File: src/verilog/pkt_width_pkg.sv
// width constants, position tag enum, input byte and packet word structs

package pkt_width_pkg;

    //************************************************************************
    //  widths
    //************************************************************************
    localparam int BYTE_W     = 8;
    localparam int WORD_BYTES = 16;
    localparam int DATA_W     = BYTE_W * WORD_BYTES;   // 128
    localparam int BCNT_W     = 4;                     // byte position / invalid count
    localparam int BUFID_W    = 9;

    //************************************************************************
    //  types
    //************************************************************************
    // position of a word inside its packet
    typedef enum logic [1:0] {
        TAG_FIRST  = 2'b01,
        TAG_MIDDLE = 2'b11,
        TAG_LAST   = 2'b10
    } pos_tag_e;

    // one input byte with its packet marker
    typedef struct packed {
        logic              marker;    // opens or closes a packet
        logic [BYTE_W-1:0] data;
    } pkt_byte_t;

    // 134-bit packet word
    typedef struct packed {
        pos_tag_e          tag;
        logic [BCNT_W-1:0] inv_cnt;   // unused bytes at the low end
        logic [DATA_W-1:0] data;      // first byte in the top slot
    } pkt_word_t;

endpackage

File: src/verilog/byte_word_packer.sv
// packet tracking, byte placement into words, word header generation
`timescale 1ns/1ps

module byte_word_packer import pkt_width_pkg::*; (
    input  logic      i_clk,
    input  logic      i_rst_n,
    input  logic      i_data_wr,      // byte strobe
    input  pkt_byte_t iv_byte,
    output logic      o_word_vld,     // one cycle per finished word
    output pkt_word_t ov_word,
    output logic      o_word_first    // word holds the opening byte
);

    //************************************************************************
    //  state
    //************************************************************************
    logic              pkt_open;       // between opening and closing byte
    logic              word_has_open;  // current word got the opening byte
    logic [BCNT_W-1:0] byte_pos;       // next free slot
    logic [DATA_W-1:0] asm_data;       // word under assembly

    logic              open_byte;
    logic              close_byte;
    logic              byte_take;
    logic              word_done;
    logic [DATA_W-1:0] slot_data;
    pos_tag_e          word_tag;
    logic [BCNT_W-1:0] word_inv;

    //************************************************************************
    //  byte classification
    //************************************************************************
    assign open_byte  = i_data_wr && !pkt_open && iv_byte.marker;
    assign close_byte = i_data_wr && pkt_open && iv_byte.marker;

    // marker-less bytes outside a packet fall through here
    assign byte_take  = open_byte || (i_data_wr && pkt_open);

    assign word_done  = byte_take && (close_byte || byte_pos == BCNT_W'(WORD_BYTES - 1));

    // msb first so slot 0 is the top byte
    always_comb begin
        slot_data = asm_data;
        slot_data[DATA_W - 1 - byte_pos * BYTE_W -: BYTE_W] = iv_byte.data;
    end

    //************************************************************************
    //  word header
    //************************************************************************
    always_comb begin
        if (close_byte) begin
            word_tag = TAG_LAST;                // wins over first on one-word packets
        end
        else if (word_has_open) begin
            word_tag = TAG_FIRST;
        end
        else begin
            word_tag = TAG_MIDDLE;
        end
    end

    assign word_inv = ~byte_pos;                // 16 - (pos + 1) taken mod 16

    //************************************************************************
    //  packet tracking and assembly
    //************************************************************************
    always_ff @(posedge i_clk or negedge i_rst_n) begin
        if (!i_rst_n) begin
            pkt_open      <= 1'b0;
            word_has_open <= 1'b0;
            byte_pos      <= '0;
            asm_data      <= '0;
        end
        else begin
            if (open_byte) begin
                pkt_open <= 1'b1;
            end
            else if (close_byte) begin
                pkt_open <= 1'b0;
            end

            if (open_byte) begin
                word_has_open <= 1'b1;
            end
            else if (word_done) begin
                word_has_open <= 1'b0;
            end

            if (word_done) begin
                byte_pos <= '0;
                asm_data <= '0;                 // unused slots of the next word stay zero
            end
            else if (byte_take) begin
                byte_pos <= byte_pos + 1'b1;
                asm_data <= slot_data;
            end
        end
    end

    //************************************************************************
    //  word output
    //************************************************************************
    always_ff @(posedge i_clk or negedge i_rst_n) begin
        if (!i_rst_n) begin
            o_word_vld   <= 1'b0;
            o_word_first <= 1'b0;
            ov_word      <= '0;
        end
        else begin
            o_word_vld <= word_done;
            if (word_done) begin
                ov_word.tag     <= word_tag;
                ov_word.inv_cnt <= word_inv;
                ov_word.data    <= slot_data;
                o_word_first    <= word_has_open;
            end
        end
    end

    // back-to-back words only when a full word is followed by the closing byte
    a_word_spacing : assert property (
        @(posedge i_clk) disable iff (!i_rst_n)
        o_word_vld |=> (!o_word_vld || ov_word.tag == TAG_LAST)
    );

endmodule

File: src/verilog/pkt_lane_output.sv
// alternating lane registers, lane write pulses, buffer id latch
`timescale 1ns/1ps

module pkt_lane_output import pkt_width_pkg::*; (
    input  logic               i_clk,
    input  logic               i_rst_n,
    input  logic               i_word_vld,
    input  pkt_word_t          iv_word,
    input  logic               i_word_first,     // restart at lane 1
    input  logic               i_pkt_bufid_wr,
    input  logic [BUFID_W-1:0] iv_bufid,
    output pkt_word_t          ov_data1,
    output pkt_word_t          ov_data2,
    output logic               o_data1_write_flag,
    output logic               o_data2_write_flag,
    output logic [BUFID_W-1:0] ov_bufid
);

    logic lane2_next;   // next word goes to lane 2
    logic use_lane2;

    assign use_lane2 = i_word_first ? 1'b0 : lane2_next;

    //************************************************************************
    //  lane select and lane registers
    //************************************************************************
    always_ff @(posedge i_clk or negedge i_rst_n) begin
        if (!i_rst_n) begin
            lane2_next         <= 1'b0;
            o_data1_write_flag <= 1'b0;
            o_data2_write_flag <= 1'b0;
            ov_data1           <= '0;
            ov_data2           <= '0;
        end
        else begin
            o_data1_write_flag <= i_word_vld && !use_lane2;
            o_data2_write_flag <= i_word_vld && use_lane2;
            if (i_word_vld) begin
                lane2_next <= !use_lane2;
                if (use_lane2) begin
                    ov_data2 <= iv_word;
                end
                else begin
                    ov_data1 <= iv_word;            // other lane holds its word
                end
            end
        end
    end

    always_ff @(posedge i_clk or negedge i_rst_n) begin
        if (!i_rst_n) begin
            ov_bufid <= '0;
        end
        else if (i_pkt_bufid_wr) begin
            ov_bufid <= iv_bufid;
        end
    end

    a_one_lane : assert property (
        @(posedge i_clk) disable iff (!i_rst_n)
        !(o_data1_write_flag && o_data2_write_flag)
    );

endmodule

File: src/verilog/pkt_width_transfer.sv
// top level wiring the byte packer to the two-lane output stage
`timescale 1ns/1ps

module pkt_width_transfer import pkt_width_pkg::*; (
    input  logic               i_clk,
    input  logic               i_rst_n,
    input  logic               i_data_wr,
    input  pkt_byte_t          iv_byte,
    input  logic               i_pkt_bufid_wr,
    input  logic [BUFID_W-1:0] iv_bufid,
    output pkt_word_t          ov_data1,
    output logic               o_data1_write_flag,
    output pkt_word_t          ov_data2,
    output logic               o_data2_write_flag,
    output logic [BUFID_W-1:0] ov_bufid
);

    pkt_word_t word;        // finished word
    logic      word_vld;
    logic      word_first;

    byte_word_packer u_packer (
        .i_clk        (i_clk),
        .i_rst_n      (i_rst_n),
        .i_data_wr    (i_data_wr),
        .iv_byte      (iv_byte),
        .o_word_vld   (word_vld),
        .ov_word      (word),
        .o_word_first (word_first)
    );

    pkt_lane_output u_lane_out (
        .i_clk              (i_clk),
        .i_rst_n            (i_rst_n),
        .i_word_vld         (word_vld),
        .iv_word            (word),
        .i_word_first       (word_first),
        .i_pkt_bufid_wr     (i_pkt_bufid_wr),
        .iv_bufid           (iv_bufid),
        .ov_data1           (ov_data1),
        .ov_data2           (ov_data2),
        .o_data1_write_flag (o_data1_write_flag),
        .o_data2_write_flag (o_data2_write_flag),
        .ov_bufid           (ov_bufid)
    );

endmodule

File: config.mk
export PLATFORM = sky130hd
export DESIGN_NAME = pkt_width_transfer
export DESIGN_NICKNAME = d
export VERILOG_FILES = /design/src/verilog/pkt_width_pkg.sv /design/src/verilog/byte_word_packer.sv /design/src/verilog/pkt_lane_output.sv /design/src/verilog/pkt_width_transfer.sv
export SDC_FILE = /design/constraint.sdc
export NUM_CORES = 1
export LEC_CHECK = 0
export ABC_AREA = 1
export CORE_MARGIN = 2
export CORE_UTILIZATION = 57
export CTS_CLUSTER_DIAMETER = 80
export DETAILED_ROUTE_END_ITERATION = 8
export DONT_BUFFER_PORTS = 1
export GPL_ROUTABILITY_DRIVEN = 0
export PLACE_DENSITY = 0.74
export SYNTH_ARGS = -nofsm -noshare
export SYNTH_HDL_FRONTEND = slang
export SYNTH_SLANG_ARGS = --single-unit
File: constraint.sdc
create_clock -name i_clk -period 2 [get_ports i_clk]
set_input_delay 0.1 -clock i_clk [delete_from_list [all_inputs] [get_ports i_clk]]
set_output_delay 0.1 -clock i_clk [all_outputs]
set_load 0.01 [all_outputs]
==> impl_metrics.py <==
metrics = {
    "route": {
        "wl_per_cell_um": 17.92,
        "ant_nets": 0,
        "firstDrtPassIters": 7,
        "viasPerCell": 5.475,
        "drtIter0Drc": 2004,
        "wirelength_mm": 59.86,
        "vias": 18290,
        "drc": 0,
    },
    "finish": {
        "nNetsFinal": 2798,
        "layout-drive-gt1-share_pct": 6.004,
        "area_growth_pct": 11.41,
        "finalNonFillerCells": 3340,
        "fin_util_pct": 64.32,
        "fill_cells": 3310,
        "num_antenna_cells": 0,
    },
    "yosys": {
        "synth_cell_type_count": 23,
        "ys_ff_latch": 550,
        "yosysWarnings": 0,
        "yosysSeqAreaShare_pct": 60.14,
        "synth_nets": 2816,
        "syn_avg_cell_area_sq_um": 8.205,
        "syn-cell-area_sq_um": 22880,
        "syn_inst": 2789,
    },
    "status": {
        "violations": "hold timing",
        "status": "finished with violations",
    },
    "sta": {
        "slew_headroom_pct": 14.35,
        "setup_violations": 0,
        "maxSlewViolCount": 0,
        "hold-worst-slack_ns": -0.7989,
        "fin_crit_sh_pct": 96.17,
        "skew_ns": 0.01509,
        "hold_viol": 550,
        "max_freq_ghz": 0.5199,
        "finalSetupTns_ns": 0,
        "worst_slew_pin_slew_ns": 1.285,
        "rsz0062_at_grt": "no",
        "min_period_ns": 1.923,
    },
    "place": {
        "dp.cells": 3210,
        "io_buffers": 0,
        "dp_hpwl_mm": 36.56,
    },
    "power": {
        "powerDensity_nw_per_um2": 1512,
        "p_leak_uw": 0.01430,
        "ir_drop_uv": 829.9,
        "power_uw": 38560,
    },
    "grt": {
        "grt_pass1_vias": 17850,
        "antenna_found_initial": 0,
        "met2_usage_pct": 44.55,
        "grt_use_total_pct": 29.07,
        "grt_max_degree": 551,
        "grt.overflow.total": 0,
        "grt_util_met3_pct": 6.936,
        "busiest_layer": "met2",
        "grt_pass1_wl_mm": 96.52,
        "use_met1_pct": 40.99,
    },
    "clock_network": {
        "cts_post_setup_buffers_inserted": 0,
        "cts.sinks": 550,
        "cts_buffer_depth": 3,
        "cts_tree": "built",
        "cts_buffers": 55,
        "clkLatencyLatePin_ns": 0.61,
        "cts_max_level": 2,
        "cts_root_buffer": "clkbuf_16",
        "clk_pin_slew_ns": 0.06,
        "cts_hold_buf": 29,
    },
    "critical_path": {
        "cp-start-kind": "input port",
        "cp_slowest_stage_delay_ns": 0.63,
        "required_ns": 2.49,
        "critPathMostFrequentCell": "nand2_1",
        "crit_path_top_delay_cell": "dlygate4sd3_1",
        "critPathTopFamily": "buffers and inverters",
        "crit_arrival_ns": 2.41,
        "critPathCaptureType": "flop",
        "path_class": "in2reg",
        "crit_path_max_fanout": 81,
        "cp_num_buf_inv": 4,
        "path_cells": "dlygate4sd3_1, nand2_1, dlygate4sd3_1, nand2_4, inv_4, nor2_4, clkbuf_16, nand2_1, nand2_1",
    },
    "min_path": {
        "hold_class": "in2async",
    },
    "floorplan": {
        "rows": 73,
        "die_x_um": 204.4,
        "initial_core_util_pct": 57.73,
        "ios": 301,
        "core_area_sq_um": 39640,
        "die_y_um": 204.4,
        "dieArea_sq_um": 41770,
    },
    "job": {
        "cap_violations": 0,
    },
}
[worst paths after layout]
path,depth (start not counted),endpoint,startpoint,slack (ns)
max,9,u_packer.asm_data[96],i_data_wr,0.08
min,0,u_lane_out.ov_data1[13],i_rst_n,-0.80
max reg2reg,7,u_packer.ov_word[68],u_packer.byte_pos[1],0.15
min reg2reg,2,u_packer.asm_data[36],u_packer.asm_data[36],0.48
max in group asynchronous,0,u_lane_out.ov_data1[36],i_rst_n,1.76
min in group i_clk,4,u_packer.asm_data[64],iv_byte[0],0.05
[cells by family after synthesis]
| group | count (synthesis) | share of synthesized area (%) |
|---|---|---|
| and+or+nand+nor | 1826 | 30.55 |
| adders and majority gates | 5 | 0.2734 |
| buffers and inverters | 186 | 3.937 |
| DFF | 550 | 60.14 |
| muxes | 9 | 0.4429 |
| AOI/OAI and AO/OA | 213 | 4.658 |
[report_power, final]
| group | switching [uW] | total (uW) | internal [uW] |
|---|---|---|---|
| clock | 4320 | 10800 | 6460 |
| combinational | 5510 | 8230 | 2720 |
| sequential | 4370 | 19500 | 15200 |
[metal layers]
layer / wire length (um) / up-vias
met2: 26900 / 754
met5: 0 / -
li1: - / 8562
met3: 5331 / 126
met1: 25730 / 8846
met4: 1896 / 0
[final cells by class]
| class | count | area [sq um] | share of cell area [%] |
|---|---|---|---|
| Clock buffer | 75 | 1592 | 6.242 |
| Timing Repair Buffer | 74 | 787.0 | 3.087 |
| Tap cell | 525 | 656.9 | 2.576 |
| Sequential cell | 550 | 13760 | 53.98 |
| Clock inverter | 26 | 319.1 | 1.251 |
| Inverter | 37 | 147.6 | 0.5791 |
| Multi-Input combinational cell | 2053 | 8230 | 32.28 |
[cells in the final DEF (no fill, tap or decap), drive strengths merged]
| cell type | netlist | final |
|---|---|---|
| a21oi | 2 | 2 |
| buf | 91 | 44 |
| bufinv | 0 | 7 |
| clkbuf | 58 | 76 |
| clkinv | 2 | 18 |
| clkinvlp | 0 | 1 |
| dfrtp | 550 | 550 |
| dlygate4sd3 | 0 | 29 |
| ha | 5 | 5 |
| inv | 35 | 37 |
| mux2 | 9 | 9 |
| nand2 | 1733 | 1733 |
| nand3 | 53 | 53 |
| nand4 | 1 | 1 |
| nor2 | 38 | 38 |
| o21ai | 211 | 211 |
| or2 | 1 | 1 |
[Yosys cell counts (all sizes together)]
master	n	area, sq um
a21oi	2	10.01
buf	91	544.3
clkbuf	58	217.7
clkinv	2	7.510
dfrtp	550	13760
ha	5	62.56
inv	35	131.4
mux2	9	101.4
nand2	1733	6528
nand3	53	270.3
nand4	1	6.260
nor2	38	180.2
o21ai	211	1056
or2	1	6.260
[worst reg2reg max path: stages, from the launching register on]
cell and delay, ns:
dfrtp_1 0.40, buf_4 0.20, ha_1 0.28, nand3_1 0.11, buf_4 0.22, o21ai_0 0.29, nand2_1 0.19, nand2_1 0.09
[sequential cells by signal, summed over array words and instances, names as in the netlist, 4 cells and up]
name	cells
u_lane_out.ov_data2	134
u_lane_out.ov_data1	134
u_lane_out.ov_bufid	9
u_packer.ov_word	134
u_packer.asm_data	128
u_packer.byte_pos	4
[what timing repair did]
| item | CTS | global route |
|---|---|---|
| resized for setup | 0 | 3 |
| endpoints found under the hold margin | 776 | 550 |
| endpoints found under the setup margin | 0 | 75 |
[through the flow]
| step | hold WS (ns) | setup slack (ns) | instance area, sq um |
|---|---|---|---|
| 6_report | -0.7989 | 0.07663 | 25500 |
| 5_1_grt | -0.8288 | 0.005019 | 25500 |
| 4_1_cts | -0.8211 | 0.06371 | 25480 |
| 3_5_place_dp | -0.1837 | 0.1974 | 23280 |
| 3_3_place_gp | -0.1839 | 0.2800 | 23280 |
| 2_1_floorplan | -0.1956 | 0.003702 | 22880 |
No activity file was read; power rests on OpenSTA's default activity.
